--- src/verilog/fetchPkg.sv ---
// sizes and encodings shared by the fetch stage 1 front end
// all addresses are byte addresses; bundles and cache lines are 16 bytes and aligned
`default_nettype none

package fetchPkg;

  // basic widths
  localparam int PC_WIDTH = 32;
  localparam int INST_WIDTH = 32;
  localparam int FETCH_WIDTH = 4;
  localparam logic [PC_WIDTH-1:0] INST_BYTES = 4;
  // pc step when nothing in the bundle is taken
  localparam logic [PC_WIDTH-1:0] BUNDLE_BYTES = FETCH_WIDTH * INST_BYTES;
  // one bundle is also one cache line
  localparam int BUNDLE_WIDTH = FETCH_WIDTH * INST_WIDTH;

  // pc field positions: slot in bits 3:2, indexes start at bit 4
  localparam int SLOT_LSB = $clog2(INST_BYTES);
  localparam int SLOT_WIDTH = $clog2(FETCH_WIDTH);
  localparam int OFFSET_WIDTH = $clog2(BUNDLE_BYTES);

  // instruction cache
  localparam int ICACHE_LINES = 64;
  localparam int ICACHE_INDEX_WIDTH = $clog2(ICACHE_LINES);
  localparam int ICACHE_TAG_WIDTH = PC_WIDTH - ICACHE_INDEX_WIDTH - OFFSET_WIDTH;

  // branch target buffer, one bank per slot
  localparam int BTB_ENTRIES = 16;
  localparam int BTB_INDEX_WIDTH = $clog2(BTB_ENTRIES);
  localparam int BTB_TAG_WIDTH = PC_WIDTH - BTB_INDEX_WIDTH - OFFSET_WIDTH;

  // direction predictor, one bank per slot
  localparam int BP_ENTRIES = 64;
  localparam int BP_INDEX_WIDTH = $clog2(BP_ENTRIES);

  // return address stack
  localparam int RAS_DEPTH = 8;
  localparam int RAS_PTR_WIDTH = $clog2(RAS_DEPTH);

  // two-bit counter reset value and taken threshold
  localparam logic [1:0] CNT_WEAK_NT = 2'd1;
  localparam logic [1:0] CNT_TAKEN_MIN = 2'd2;

  // kind of control instruction held in the BTB
  typedef enum logic [1:0] {
    BR_RETURN = 2'd0,
    BR_CALL   = 2'd1,
    BR_JUMP   = 2'd2,
    BR_COND   = 2'd3
  } brType_e;

endpackage

`default_nettype wire

--- src/verilog/returnAddrStack.sv ---
// circular return address stack; overflow silently overwrites the oldest entry
// a decode correction wins over the fetch push/pop of the same cycle
`timescale 1ns/1ns
`default_nettype none

module returnAddrStack (
  input  logic                          clk,
  input  logic                          reset,
  input  logic                          stall_i,
  input  logic                          push_i,
  input  logic [fetchPkg::PC_WIDTH-1:0] pushAddr_i,
  input  logic                          pop_i,
  input  logic                          flagRecoverID_i,
  input  logic                          flagCallID_i,
  input  logic [fetchPkg::PC_WIDTH-1:0] callPCID_i,
  input  logic                          flagRtrID_i,
  output logic [fetchPkg::PC_WIDTH-1:0] addrRAS_o
);

  logic [fetchPkg::PC_WIDTH-1:0]      stack [fetchPkg::RAS_DEPTH];
  logic [fetchPkg::RAS_PTR_WIDTH-1:0] topPtr;
  logic [fetchPkg::RAS_PTR_WIDTH-1:0] pushPtr;
  logic                               idFix;
  logic                               doPush;
  logic                               doPop;
  logic [fetchPkg::PC_WIDTH-1:0]      pushData;

  // decode correction only lands when the pipe moves
  assign idFix   = flagRecoverID_i && !stall_i;
  assign pushPtr = topPtr + 1'b1;

  always_comb begin
    if (idFix) begin
      // call missed by the BTB pushes; a missed return pops
      doPush   = flagCallID_i;
      doPop    = flagRtrID_i && !flagCallID_i;
      pushData = callPCID_i;
    end else begin
      doPush   = push_i;
      doPop    = pop_i;
      pushData = pushAddr_i;
    end
  end

  // top of stack is visible in the lookup cycle
  assign addrRAS_o = stack[topPtr];

  always_ff @(posedge clk) begin
    if (reset) begin
      topPtr <= '0;
      for (int i = 0; i < fetchPkg::RAS_DEPTH; i++) begin
        stack[i] <= '0;
      end
    end else if (doPush) begin
      topPtr         <= pushPtr;
      stack[pushPtr] <= pushData;
    end else if (doPop) begin
      topPtr <= topPtr - 1'b1;
    end
  end

  // the fetch side finds one first taken slot, so it is a call or a return
  pushPopExclusive: assert property (@(posedge clk) disable iff (reset)
    !(push_i && pop_i));

endmodule

`default_nettype wire

--- config.mk ---
export PLATFORM = sky130hd
export DESIGN_NAME = returnAddrStack
export DESIGN_NICKNAME = d
export VERILOG_FILES = /design/src/verilog/fetchPkg.sv /design/src/verilog/returnAddrStack.sv
export SDC_FILE = /design/constraint.sdc
export NUM_CORES = 1
export LEC_CHECK = 0
export CORE_MARGIN = 4
export CORE_UTILIZATION = 57
export DETAILED_ROUTE_END_ITERATION = 8
export DONT_BUFFER_PORTS = 1
export GPL_TIMING_DRIVEN = 1
export PLACE_DENSITY = 0.72
export SLEW_MARGIN = 5
export SYNTH_ARGS = -nofsm -noshare
export SYNTH_HDL_FRONTEND = slang
export SYNTH_SLANG_ARGS = --single-unit
--- constraint.sdc ---
create_clock -name clk -period 6.35 [get_ports clk]
set_input_delay 1.27 -clock clk [delete_from_list [all_inputs] [get_ports clk]]
set_output_delay 1.27 -clock clk [all_outputs]
set_load 0.05 [all_outputs]
# Word-level counts from Yosys, hierarchy flattened
# Memory sizes are Yosys's and may differ from the RTL's. A register that Yosys moved wholly into a read port is not among the register bits.
# Cells that the tools add are included.
# classes
n_addsub	2
muxes	15
reduce_logical	6
# op_table
op	n
$mux 32	2
$reduce_or 32->1	1
$mux 3	5
$mux 1	8
$add 3x1->3 const B	1
$sub 3x1->3 const B	1
$logic_and 1x1->1	2
$logic_not 1->1	2
$reduce_bool 2->1	1
# word_totals
register_bits	3
ramBits	256
memories	1
# memory_table
memory	depth	width	read_ports	rd_clocked_by_memory_dff	wr	line	source
stack	8	32	1	1	8	returnAddrStack.sv:20	logic [fetchPkg::PC_WIDTH-1:0] stack [fetchPkg::RAS_DEPTH];

# Depth between registers and ports, before layout
# Gate-level depths: netlist (run 1).
# logic_depth
ltp_word	8
mapped_depth	7

# Least setup slack after synthesis (run 1)
# OpenSTA, ideal clock, no wires.
# synth_timing
path_kind	input to register
start	in flagRecoverID_i
end	mem stack[1][0] (netlist name) (enable)
setup_ps	394
t_arrival_ps	2826
required_ps	5956
setup_slack_ps	3130
path_stages	6
n_path_buf	2
cell_sequence	nor2b_4 > buf_6 > mux2_4 > buf_8 > nand4b_4 > nand2b_1
# synth_rtl
item	line	source
start, declared	returnAddrStack.sv:13	input logic flagRecoverID_i,
end, declared	returnAddrStack.sv:20	

==> results of run 1 <==
## worst paths after layout
kind / to / startpoint / cells past startpoint / slack (ns)
worst max-delay path: addrRAS_o[19] / flop / 3 / 2.07
worst min register to register: flop / topPtr[1] / 2 / 0.55
worst max register to register: stack[1][7] / topPtr[0] / 5 / 2.48
worst min-delay path: flop / topPtr[1] / 2 / 0.55
## per-stage QoR
step                setup slack (ns)  area [µm²]  hold WS, ns  total power [µW]  utilization, %
floorplan                       3.13       11800        0.531              2760               -
global placement                2.09       11700        0.527              2860            58.0
detailed placement              1.98       11700        0.544              2880            58.0
CTS                             1.96       12600        0.553              4450            62.4
global route                    1.83       12600        0.620              4570            62.4
finish                          2.07       12600        0.555              4430            62.4
## state kept, by name (all words and copies together) (netlist names), named ones only
signal,flops
topPtr,3
stack,256
## power by group
part           switching [µW]  total (µW)  leakage [µW]  internal [µW]
combinational             471         706       0.00132            235
clock                     650        1590      0.000437            940
sequential               96.1        2130       0.00270           2030
## placed cells by master, fill, tap and decap left out, drive strengths merged
cell and n:
mux2 34, and2 2, xor2 2, clkbuf 29, bufinv 4, mux2i 33
dfxtp 6, edfxtp 256, mux4 64, a21oi 1, xnor2 2, a211oi 1
nand2 2, clkinv 13, nand2b 10, a21boi 1, clkinvlp 2, inv 2
nor2b 2, o21ai 1, nand4b 8, ha 2, buf 3, nor2 263
## kinds of logic after synthesis
family                     Yosys count  share of synthesized area, %
and+or+nand+nor                    287                          10.9
DFF                                262                          66.4
muxes                              131                          18.4
buffers and inverters               52                          3.56
AOI/OAI and AO/OA                    4                         0.255
xor gates and xnor gates             4                         0.298
adders and majority gates            2                         0.213
## metal layers
metal	global-route usage [%]	up-vias
met1	29.9	3209
met5	0	-
li1	-	2717
met2	36.8	245
met3	3.69	27
met4	3.68	0
## final cells by class
class                   count  area, µm²  area share [%]
clock buffers              29        683            5.41
repair buffers              3       22.5           0.179
flip-flops and latches    262       7810            61.9
clock inverters            19        204            1.62
well taps                 270        338            2.68
inverters                   2       7.51          0.0595
multi-input cells         428       3550            28.1
## tightest hold or removal path: cells and delay by family, from the launching register on
kind	cells	cell delay, ns
and+or+nand+nor	1	0.13
AOI/OAI and AO/OA	1	0.07
DFF	1	0.32
==> run_summary.xml, run 1 <==
<?xml version="1.0" encoding="UTF-8"?>
<metrics>
  <group name="clocking">
    <metric name="clock_pin_slew_on_the_worst_setup_and_hold_paths" unit="ns">0.06</metric>
    <metric name="cts_inserted_buffers" unit="">26</metric>
    <metric name="cts_root_buffer" unit="">sky130_fd_sc_hd__clkbuf_16</metric>
    <metric name="tritoncts" unit="">done</metric>
    <metric name="worstSkewPairLatency" unit="ns">0.52</metric>
    <metric name="cts_max_path_bufs" unit="">3</metric>
    <metric name="cts.sink_count" unit="">262</metric>
    <metric name="post_cts_buffers" unit="">0</metric>
    <metric name="clock_tree.htree_level_count" unit="">1</metric>
    <metric name="post_cts_hold_buffer_count" unit="">0</metric>
    <metric name="post_cts.resized_instances" unit="">0</metric>
  </group>
  <group name="sta">
    <metric name="finish_stage_setup_viols" unit="">0</metric>
    <metric name="finalMaxSlewViolations" unit="">0</metric>
    <metric name="fmax" unit="MHz">233</metric>
    <metric name="post-route-min-period" unit="ns">4.28</metric>
    <metric name="final.setup_skew" unit="ns">0.00987</metric>
    <metric name="max_slew.worst_pin.slew" unit="ns">1.13</metric>
    <metric name="timing.slew.headroom" unit="%">24.5</metric>
    <metric name="final_hold_fails" unit="">0</metric>
    <metric name="fin_tns_setup" unit="ns">0</metric>
    <metric name="min_period_over_period" unit="%">67.5</metric>
    <metric name="grt_setup_unrepaired" unit="">no</metric>
  </group>
  <group name="synthesis">
    <metric name="synthesis.area" unit="µm²">11800</metric>
    <metric name="synth_async_sr_flop_share" unit="%">0</metric>
    <metric name="synth.avg_cell_area" unit="µm²">15.8</metric>
    <metric name="register_area_share_after_synthesis" unit="%">66.4</metric>
    <metric name="synth_common_cells" unit="">sky130_fd_sc_hd__nor2_1 (263), sky130_fd_sc_hd__edfxtp_1 (256), sky130_fd_sc_hd__mux4_2 (64)</metric>
    <metric name="synth_enable_flop_cells" unit="">256</metric>
    <metric name="postSynthNetCount" unit="">816</metric>
    <metric name="ys_top_cells_by_area" unit="">sky130_fd_sc_hd__edfxtp_1 (65%), sky130_fd_sc_hd__mux4_2 (12%), sky130_fd_sc_hd__nor2_1 (8.4%)</metric>
    <metric name="yosys_most_used_dff" unit="">sky130_fd_sc_hd__edfxtp_1</metric>
    <metric name="netlist.top_cell.by_area" unit="">sky130_fd_sc_hd__edfxtp_1</metric>
    <metric name="synthCells" unit="">742</metric>
    <metric name="ys_types" unit="">28</metric>
    <metric name="synthMostInstantiatedCell" unit="">sky130_fd_sc_hd__nor2_1</metric>
    <metric name="synth_warnings" unit="">0</metric>
    <metric name="synth.ff_latch_count" unit="">262</metric>
    <metric name="synth_top_cell_area_share" unit="%">65.4</metric>
  </group>
  <group name="global_routing">
    <metric name="grt_pass1_vias" unit="">6390</metric>
    <metric name="grt_overflow" unit="">0</metric>
    <metric name="wire_length_of_the_first_global_routing_pass" unit="µm">36900</metric>
    <metric name="track_usage" unit="%">21.5</metric>
    <metric name="grt_max_degree" unit="">48</metric>
    <metric name="grt_antenna_before_repair" unit="">0</metric>
  </group>
  <group name="setup_path">
    <metric name="crit_family" unit="">flip-flops</metric>
    <metric name="max_stage_delay" unit="ns">1.01</metric>
    <metric name="worstSetupEndpointType" unit="">primary output</metric>
    <metric name="critical-path-slowest-cell" unit="">sky130_fd_sc_hd__dfxtp_4</metric>
    <metric name="critical_path_arrival" unit="ns">3.01</metric>
    <metric name="worstPathCellList" unit="">buf_4 -&gt; mux4_2 -&gt; mux2_2</metric>
    <metric name="critical_path_buf_inv_count" unit="">1</metric>
    <metric name="critPathKind" unit="">flop to primary output</metric>
    <metric name="critical_path.startpoint_type" unit="">flop</metric>
    <metric name="maximum_fanout_along_the_worst_path" unit="">47</metric>
    <metric name="worstPathRequired" unit="ns">5.08</metric>
  </group>
  <group name="detailed_routing">
    <metric name="met1Wirelength" unit="µm">9660</metric>
    <metric name="met2_wire_length" unit="µm">12200</metric>
    <metric name="vias_per_cell" unit="">6.12</metric>
    <metric name="route.top_layer_used" unit="">met4</metric>
    <metric name="totalWireLength" unit="µm">23800</metric>
    <metric name="routed-via-count" unit="">6198</metric>
    <metric name="ant_nets" unit="">0</metric>
    <metric name="routed-wl-met3" unit="µm">1600</metric>
    <metric name="detail_route.wl_per_cell" unit="µm">23.5</metric>
    <metric name="first_pass_iters" unit="">5</metric>
    <metric name="drt-initial-drc-count" unit="">636</metric>
    <metric name="remaining_drc_errors" unit="">0</metric>
  </group>
  <group name="placed_design">
    <metric name="buffer_ports.inserted" unit="">0</metric>
    <metric name="dp_cells" unit="">965</metric>
    <metric name="gp_routability_congestion" unit="">0.728</metric>
    <metric name="dp.final_hpwl" unit="µm">14100</metric>
  </group>
  <group name="floorplanning">
    <metric name="die_height" unit="µm">152</metric>
    <metric name="num_rows" unit="">52</metric>
    <metric name="coreArea" unit="µm²">20200</metric>
    <metric name="floorplan.initialDensity" unit="%">58.1</metric>
    <metric name="top_level_ports" unit="">104</metric>
    <metric name="die_area" unit="µm²">23000</metric>
    <metric name="horizontal_die_dimension" unit="µm">152</metric>
  </group>
  <group name="layout">
    <metric name="final_cells" unit="">1013</metric>
    <metric name="total_nets_final" unit="">797</metric>
    <metric name="layout-drive-gt1-share" unit="%">22.2</metric>
    <metric name="areaGrowthSynthToFinish" unit="%">7.35</metric>
    <metric name="n_antenna_cell" unit="">0</metric>
    <metric name="n_fill_cell" unit="">1454</metric>
  </group>
  <group name="power">
    <metric name="peakVddDrop" unit="µV">304</metric>
    <metric name="p_leak" unit="µW">0.00446</metric>
    <metric name="p_per_area" unit="nW/µm²">351</metric>
  </group>
  <group name="outcome">
    <metric name="run_status" unit="">completed</metric>
  </group>
  <group name="min_path">
    <metric name="worstHoldPathType" unit="">flop to flop</metric>
  </group>
  <group name="run">
    <metric name="cap_viol_max_count" unit="">0</metric>
  </group>
</metrics>
(Power assumes the default switching activity.)
==> inputs of run 2 (changes only) <==
==> constraint.sdc (replaced) <==
create_clock -name clk -period 4.35 [get_ports clk]
set_input_delay 0.87 -clock clk [delete_from_list [all_inputs] [get_ports clk]]
set_output_delay 0.87 -clock clk [all_outputs]
set_load 0.05 [all_outputs]
==> run_summary.xml, run 2 (synthesis gave the netlist of run 1 again) <==
<?xml version="1.0" encoding="UTF-8"?>
<metrics>
  <group name="placed_design">
    <metric name="dp_cells" unit="">979</metric>
    <metric name="dpl-instance-area" unit="µm²">11800</metric>
    <metric name="dp.final_hpwl" unit="µm">14400</metric>
    <metric name="buffer_ports.inserted" unit="">0</metric>
    <metric name="gp_routability_congestion" unit="">0.755</metric>
  </group>
  <group name="floorplanning">
    <metric name="top_level_ports" unit="">104</metric>
    <metric name="die_height" unit="µm">152</metric>
    <metric name="horizontal_die_dimension" unit="µm">152</metric>
    <metric name="coreArea" unit="µm²">20200</metric>
    <metric name="die_area" unit="µm²">23000</metric>
    <metric name="num_rows" unit="">52</metric>
    <metric name="floorplan.initialDensity" unit="%">58.1</metric>
  </group>
  <group name="clocking">
    <metric name="post_cts_hold_buffer_count" unit="">0</metric>
    <metric name="post_cts_buffers" unit="">0</metric>
    <metric name="cts_max_path_bufs" unit="">3</metric>
    <metric name="clock_pin_slew_on_the_worst_setup_and_hold_paths" unit="ns">0.06</metric>
    <metric name="tritoncts" unit="">done</metric>
    <metric name="worstSkewPairLatency" unit="ns">0.54</metric>
    <metric name="clock_tree.htree_level_count" unit="">1</metric>
    <metric name="cts.sink_count" unit="">262</metric>
    <metric name="cts_inserted_buffers" unit="">26</metric>
    <metric name="post_cts.resized_instances" unit="">0</metric>
    <metric name="cts_root_buffer" unit="">sky130_fd_sc_hd__clkbuf_16</metric>
  </group>
  <group name="sta">
    <metric name="max_slew.worst_pin.slew" unit="ns">1.09</metric>
    <metric name="final.setup_skew" unit="ns">0.0145</metric>
    <metric name="finalMaxSlewViolations" unit="">0</metric>
    <metric name="post-route-min-period" unit="ns">3.53</metric>
    <metric name="final_hold_fails" unit="">0</metric>
    <metric name="grt_setup_unrepaired" unit="">no</metric>
    <metric name="finish_stage_setup_viols" unit="">0</metric>
    <metric name="timing.slew.headroom" unit="%">27.6</metric>
    <metric name="fin_tns_setup" unit="ns">0</metric>
    <metric name="fmax" unit="MHz">283</metric>
    <metric name="min_period_over_period" unit="%">81.1</metric>
    <metric name="whs" unit="ns">0.418</metric>
  </group>
  <group name="detailed_routing">
    <metric name="totalWireLength" unit="µm">25800</metric>
    <metric name="ant_nets" unit="">0</metric>
    <metric name="remaining_drc_errors" unit="">0</metric>
    <metric name="detail_route.wl_per_cell" unit="µm">25.1</metric>
    <metric name="routed-via-count" unit="">6294</metric>
    <metric name="vias_per_cell" unit="">6.13</metric>
    <metric name="drt-initial-drc-count" unit="">569</metric>
    <metric name="first_pass_iters" unit="">5</metric>
  </group>
  <group name="setup_path">
    <metric name="worstSetupEndpointType" unit="">primary output</metric>
    <metric name="worstPathCellList" unit="">buf_12 -&gt; mux4_2 -&gt; mux2_2</metric>
    <metric name="worstPathRequired" unit="ns">3.48</metric>
    <metric name="launch_point_of_the_worst_reg_to_reg_path" unit="">topPtr[0]</metric>
    <metric name="critPathKind" unit="">flop to primary output</metric>
    <metric name="maximum_fanout_along_the_worst_path" unit="">37</metric>
    <metric name="max_stage_delay" unit="ns">0.75</metric>
    <metric name="critical_path_arrival" unit="ns">2.66</metric>
    <metric name="critical-path-slowest-cell" unit="">sky130_fd_sc_hd__dfxtp_4</metric>
    <metric name="critical_path.startpoint_type" unit="">flop</metric>
  </group>
  <group name="layout">
    <metric name="layout-drive-gt1-share" unit="%">23.4</metric>
    <metric name="n_antenna_cell" unit="">0</metric>
    <metric name="final_cells" unit="">1027</metric>
    <metric name="layout.area.seq" unit="µm²">7810</metric>
    <metric name="top_register_by_number_of_flip_flops" unit="">stack</metric>
    <metric name="n_fill_cell" unit="">1424</metric>
    <metric name="final_area" unit="µm²">12700</metric>
    <metric name="largest_reg_flops" unit="">256</metric>
    <metric name="total_nets_final" unit="">811</metric>
    <metric name="layout_top_registers" unit="">stack x256, topPtr x3</metric>
    <metric name="multi_input_comb_area" unit="µm²">3550</metric>
    <metric name="mostFrequentLayoutCell" unit="">sky130_fd_sc_hd__nor2_1</metric>
    <metric name="areaGrowthSynthToFinish" unit="%">8.46</metric>
    <metric name="final_cell_mix" unit="">sky130_fd_sc_hd__nor2_1 (263), sky130_fd_sc_hd__edfxtp_1 (256), sky130_fd_sc_hd__mux4_2 (64), sky130_fd_sc_hd__mux2_2 (33), sky130_fd_sc_hd__mux2i_1 (33)</metric>
    <metric name="fin_util" unit="%">63.0</metric>
  </group>
  <group name="outcome">
    <metric name="run_status" unit="">completed</metric>
  </group>
  <group name="power">
    <metric name="peakVddDrop" unit="µV">316</metric>
    <metric name="p_per_area" unit="nW/µm²">512</metric>
    <metric name="p_leak" unit="µW">0.00453</metric>
  </group>
  <group name="global_routing">
    <metric name="grt_overflow" unit="">0</metric>
    <metric name="track_usage" unit="%">22.9</metric>
    <metric name="grt_max_degree" unit="">38</metric>
    <metric name="grt_antenna_before_repair" unit="">0</metric>
    <metric name="wire_length_of_the_first_global_routing_pass" unit="µm">38800</metric>
    <metric name="grt_pass1_vias" unit="">6625</metric>
  </group>
  <group name="min_path">
    <metric name="critical_hold_path_startpoint" unit="">reset</metric>
    <metric name="worstHoldPathType" unit="">input pin to flop</metric>
  </group>
  <group name="run">
    <metric name="cap_viol_max_count" unit="">0</metric>
  </group>
</metrics>
## run 2: metrics by stage
step	worst slack, ns	power (µW)
detailed placement	1.11	4240
global route	0.649	6740
global placement	1.23	4210
CTS	0.740	6560
floorplan	1.38	4030
finish	0.821	6530
## run 2: worst max-delay path, delay by kind of cell, from the launching register on
family	cells	cell delay, ns
muxes	2	0.98
DFF	1	0.75
buffers and inverters	1	0.38
## run 2: final cells by class
cell class | count | area share, %
flip-flops and latches | 262 | 61.3
repair buffers | 17 | 1.10
well taps | 270 | 2.65
multi-input cells | 428 | 27.8
clock inverters | 13 | 1.37
inverters | 2 | 0.0589
clock buffers | 35 | 5.69
## run 2: metal layers
metal | up-vias | GRT usage, % | part of all wire, %
li1 | 2733 | - | -
met1 | 3251 | 31.2 | 40
met2 | 274 | 38.9 | 51
met3 | 36 | 4.37 | 8.1
met4 | 0 | 5.26 | 1.5
met5 | - | 0 | 0
## run 2: worst paths after layout
path	to	slack, ns	cells after the start
min	flop	0.42	1
max	addrRAS_o[21]	0.82	3
max reg2reg	stack[1][5]	1.10	6
min reg2reg	flop	0.57	2
## run 2: report_power, final
group / switching (µW) / total [µW] / internal (µW)
logic: 735 / 1090 / 354
clock network: 937 / 2350 / 1410
registers: 119 / 3090 / 2970
total: 1790 / 6530 / 4730
==> inputs of run 3 (changes only) <==
--- a/config.mk
+++ b/config.mk
@@ -5,12 +5,13 @@
 export SDC_FILE = /design/constraint.sdc
 export NUM_CORES = 1
 export LEC_CHECK = 0
+export ABC_AREA = 1
 export CORE_MARGIN = 4
 export CORE_UTILIZATION = 57
 export DETAILED_ROUTE_END_ITERATION = 8
 export DONT_BUFFER_PORTS = 1
 export GPL_TIMING_DRIVEN = 1
-export PLACE_DENSITY = 0.72
+export PLACE_DENSITY = 0.75
 export SLEW_MARGIN = 5
 export SYNTH_ARGS = -nofsm -noshare
 export SYNTH_HDL_FRONTEND = slang
==> constraint.sdc (replaced) <==
create_clock -name clk -period 2.9 [get_ports clk]
set_input_delay 0.58 -clock clk [delete_from_list [all_inputs] [get_ports clk]]
set_output_delay 0.58 -clock clk [all_outputs]
set_load 0.05 [all_outputs]
==> run_summary.xml, run 3 <==
<?xml version="1.0" encoding="UTF-8"?>
<metrics>
  <group name="synthesis">
    <metric name="synth_async_sr_flop_share" unit="%">0</metric>
    <metric name="synth.ff_latch_count" unit="">262</metric>
    <metric name="synth_top_cell_area_share" unit="%">63.9</metric>
    <metric name="postSynthNetCount" unit="">1258</metric>
    <metric name="synth_common_cells" unit="">sky130_fd_sc_hd__nor2_1 (458), sky130_fd_sc_hd__edfxtp_1 (256), sky130_fd_sc_hd__o21ai_0 (162)</metric>
    <metric name="yosys_most_used_dff" unit="">sky130_fd_sc_hd__edfxtp_1</metric>
    <metric name="ys_top_cells_by_area" unit="">sky130_fd_sc_hd__edfxtp_1 (64%), sky130_fd_sc_hd__nor2_1 (14%), sky130_fd_sc_hd__o21ai_0 (6.7%)</metric>
    <metric name="ys_types" unit="">23</metric>
    <metric name="synthMostInstantiatedCell" unit="">sky130_fd_sc_hd__nor2_1</metric>
    <metric name="synth.avg_cell_area" unit="µm²">10.2</metric>
    <metric name="synth_warnings" unit="">0</metric>
    <metric name="netlist.top_cell.by_area" unit="">sky130_fd_sc_hd__edfxtp_1</metric>
    <metric name="synth_enable_flop_cells" unit="">256</metric>
    <metric name="register_area_share_after_synthesis" unit="%">64.9</metric>
    <metric name="synthCells" unit="">1184</metric>
    <metric name="synthesis.area" unit="µm²">12000</metric>
  </group>
  <group name="layout">
    <metric name="layout_top_registers" unit="">stack x256, topPtr x3</metric>
    <metric name="top_register_by_number_of_flip_flops" unit="">stack</metric>
    <metric name="final_area" unit="µm²">13400</metric>
    <metric name="largest_reg_flops" unit="">256</metric>
    <metric name="areaGrowthSynthToFinish" unit="%">11.5</metric>
    <metric name="layout-drive-gt1-share" unit="%">11.5</metric>
    <metric name="mostFrequentLayoutCell" unit="">sky130_fd_sc_hd__nor2_1</metric>
    <metric name="final_cell_mix" unit="">sky130_fd_sc_hd__nor2_1 (458), sky130_fd_sc_hd__edfxtp_1 (256), sky130_fd_sc_hd__o21ai_0 (162), sky130_fd_sc_hd__nand2_1 (122), sky130_fd_sc_hd__buf_4 (65)</metric>
    <metric name="n_antenna_cell" unit="">0</metric>
    <metric name="total_nets_final" unit="">1283</metric>
  </group>
  <group name="placed_design">
    <metric name="dpl-instance-area" unit="µm²">12500</metric>
    <metric name="gp_routability_congestion" unit="">0.772</metric>
    <metric name="dp.final_hpwl" unit="µm">16400</metric>
    <metric name="buffer_ports.inserted" unit="">0</metric>
  </group>
  <group name="floorplanning">
    <metric name="coreArea" unit="µm²">20500</metric>
    <metric name="die_area" unit="µm²">23500</metric>
    <metric name="horizontal_die_dimension" unit="µm">153</metric>
    <metric name="top_level_ports" unit="">104</metric>
    <metric name="die_height" unit="µm">153</metric>
    <metric name="num_rows" unit="">52</metric>
    <metric name="floorplan.initialDensity" unit="%">58.7</metric>
  </group>
  <group name="global_routing">
    <metric name="grt.busiest_layer" unit="">met2</metric>
    <metric name="grt_max_degree" unit="">64</metric>
    <metric name="grt_antenna_before_repair" unit="">0</metric>
    <metric name="met2_global_route_usage" unit="%">41.7</metric>
    <metric name="gr-usage-met3" unit="%">3.05</metric>
    <metric name="track_usage" unit="%">23.6</metric>
    <metric name="grt_use_met1" unit="%">30.7</metric>
    <metric name="wire_length_of_the_first_global_routing_pass" unit="µm">44700</metric>
    <metric name="grt_overflow" unit="">0</metric>
    <metric name="grt_pass1_vias" unit="">8509</metric>
  </group>
  <group name="setup_path">
    <metric name="crit_family" unit="">buffers and inverters</metric>
    <metric name="critical_path.startpoint_type" unit="">flop</metric>
    <metric name="critical_path_buf_inv_count" unit="">3</metric>
    <metric name="launch_point_of_the_worst_reg_to_reg_path" unit="">topPtr[0]</metric>
    <metric name="critical_path_arrival" unit="ns">2.15</metric>
    <metric name="max_stage_delay" unit="ns">0.47</metric>
    <metric name="maximum_fanout_along_the_worst_path" unit="">58</metric>
    <metric name="worstPathRequired" unit="ns">2.32</metric>
    <metric name="worstSetupEndpointType" unit="">primary output</metric>
    <metric name="worstPathCellList" unit="">clkinv_2 -&gt; buf_12 -&gt; o21ai_0 -&gt; o21ai_0 -&gt; nand2_1 -&gt; nand2_1 -&gt; buf_4</metric>
    <metric name="critPathKind" unit="">flop to primary output</metric>
    <metric name="critical-path-slowest-cell" unit="">sky130_fd_sc_hd__dfxtp_4</metric>
  </group>
  <group name="power">
    <metric name="finalPower" unit="µW">9860</metric>
    <metric name="p_per_area" unit="nW/µm²">734</metric>
    <metric name="share_comb_of_total_power" unit="%">18.6</metric>
    <metric name="p_int" unit="µW">7040</metric>
    <metric name="netSwitchingPower" unit="µW">2820</metric>
    <metric name="share_seq_of_total_power" unit="%">45.5</metric>
    <metric name="clkPwrFrac" unit="%">35.9</metric>
    <metric name="p_leak" unit="µW">0.00548</metric>
    <metric name="peakVddDrop" unit="µV">570</metric>
    <metric name="swShare" unit="%">28.6</metric>
  </group>
  <group name="sta">
    <metric name="max_slew.worst_pin.slew" unit="ns">0.824</metric>
    <metric name="final_hold_fails" unit="">0</metric>
    <metric name="min_period_over_period" unit="%">94.1</metric>
    <metric name="finish_stage_setup_viols" unit="">0</metric>
    <metric name="timing.slew.headroom" unit="%">43.5</metric>
    <metric name="finalMaxSlewViolations" unit="">0</metric>
    <metric name="grt_setup_unrepaired" unit="">no</metric>
    <metric name="fmax" unit="MHz">366</metric>
    <metric name="fin_tns_setup" unit="ns">0</metric>
    <metric name="post-route-min-period" unit="ns">2.73</metric>
    <metric name="final.setup_skew" unit="ns">0.00830</metric>
  </group>
  <group name="detailed_routing">
    <metric name="remaining_drc_errors" unit="">0</metric>
    <metric name="vias_per_cell" unit="">5.79</metric>
    <metric name="ant_nets" unit="">0</metric>
    <metric name="totalWireLength" unit="µm">28400</metric>
    <metric name="routed-via-count" unit="">8675</metric>
    <metric name="first_pass_iters" unit="">5</metric>
    <metric name="drt-initial-drc-count" unit="">759</metric>
    <metric name="detail_route.wl_per_cell" unit="µm">18.9</metric>
  </group>
  <group name="clocking">
    <metric name="cts_max_path_bufs" unit="">3</metric>
    <metric name="cts.sink_count" unit="">262</metric>
    <metric name="worstSkewPairLatency" unit="ns">0.52</metric>
    <metric name="tritoncts" unit="">done</metric>
    <metric name="clock_pin_slew_on_the_worst_setup_and_hold_paths" unit="ns">0.06</metric>
    <metric name="cts_root_buffer" unit="">sky130_fd_sc_hd__clkbuf_16</metric>
    <metric name="post_cts_buffers" unit="">0</metric>
    <metric name="cts_inserted_buffers" unit="">27</metric>
    <metric name="post_cts.resized_instances" unit="">0</metric>
    <metric name="post_cts_hold_buffer_count" unit="">0</metric>
    <metric name="clock_tree.htree_level_count" unit="">1</metric>
  </group>
  <group name="outcome">
    <metric name="run_status" unit="">completed</metric>
  </group>
  <group name="min_path">
    <metric name="worstHoldPathType" unit="">input pin to flop</metric>
    <metric name="critical_hold_path_startpoint" unit="">pop_i</metric>
  </group>
  <group name="run">
    <metric name="cap_viol_max_count" unit="">0</metric>
  </group>
</metrics>
-- run 3: cell count changes after synthesis, sizes merged, moves of 8 or more --
cell | previous run | this run
mux2 | 34 | 0
nand2b | 10 | 0
inv | 1 | 15
nor2 | 263 | 463
mux4 | 64 | 0
nand4b | 8 | 0
clkbuf | 6 | 30
o21ai | 1 | 192
nand2 | 2 | 134
-- run 3: through the flow --
| stage | instances | hold slack, ns | worst slack (ns) | utilization (%) |
|---|---|---|---|---|
| 3_3_place_gp | 1449 | 0.622 | 0.676 | 61.0 |
| 4_1_cts | 1498 | 0.395 | 0.105 | 65.5 |
| 5_1_grt | 1499 | 0.437 | 0.0656 | 65.5 |
| 6_report | 1499 | 0.400 | 0.170 | 65.5 |
| 3_5_place_dp | 1449 | 0.623 | 0.665 | 61.0 |
| 2_1_floorplan | 1184 | 0.574 | 0.409 | - |
-- run 3: path summary, 6_finish.rpt --
path | cells after the start | end | slack (ns)
worst max-delay path | 7 | addrRAS_o[29] | 0.17
worst min-delay path | 4 | flop | 0.40
worst min register to register | 4 | flop | 0.61
worst max register to register | 7 | stack[7][6] | 0.69
-- run 3: power by group through the flow --
stage / Sequential (µW) / Clock [µW] / Combinational [µW]
after floorplan: 4520 / 0 / 1300
after global placement: 4560 / 0 / 1800
after detailed placement: 4570 / 0 / 1820
after CTS: 4490 / 3560 / 1830
after global routing: 4500 / 3710 / 2000
final: 4480 / 3540 / 1830
-- run 3: routing by layer --
layer  part of all wire (%)  wire [µm]  vias to the layer above
met2                     52      14600                      373
met1                     39      11000                     4214
li1                       -          -                     4033
met3                    7.3       2070                       55
met5                      0          0                        -
met4                    2.4        682                        0
-- run 3: kinds of logic after synthesis --
kind of cell,after synthesis,share of synthesized area (%)
flops,262,64.9
simple gates,604,19.5
mux,32,2.72
fa+ha+maj,2,0.208
buf+inv,92,4.78
compound gates,192,7.98
-- run 3: area by class of cell --
type | count | area [µm²]
Tap cell | 270 | 338
Inverter | 15 | 57.6
Multi-Input combinational cell | 830 | 3660
Timing Repair Buffer | 73 | 648
Clock buffer | 27 | 676
Clock inverter | 22 | 236
Fill cell | 1579 | 7070
Sequential cell | 262 | 7820
-- run 3: worst reg2reg max path, stage by stage (launching register included) --
cell                      delay [ns]
sky130_fd_sc_hd__dfxtp_1        0.40
sky130_fd_sc_hd__inv_1          0.14
sky130_fd_sc_hd__ha_1           0.36
sky130_fd_sc_hd__inv_1          0.08
sky130_fd_sc_hd__nor2_1         0.22
sky130_fd_sc_hd__nand2_2        0.09
sky130_fd_sc_hd__nand2_1        0.32
sky130_fd_sc_hd__buf_12         0.28
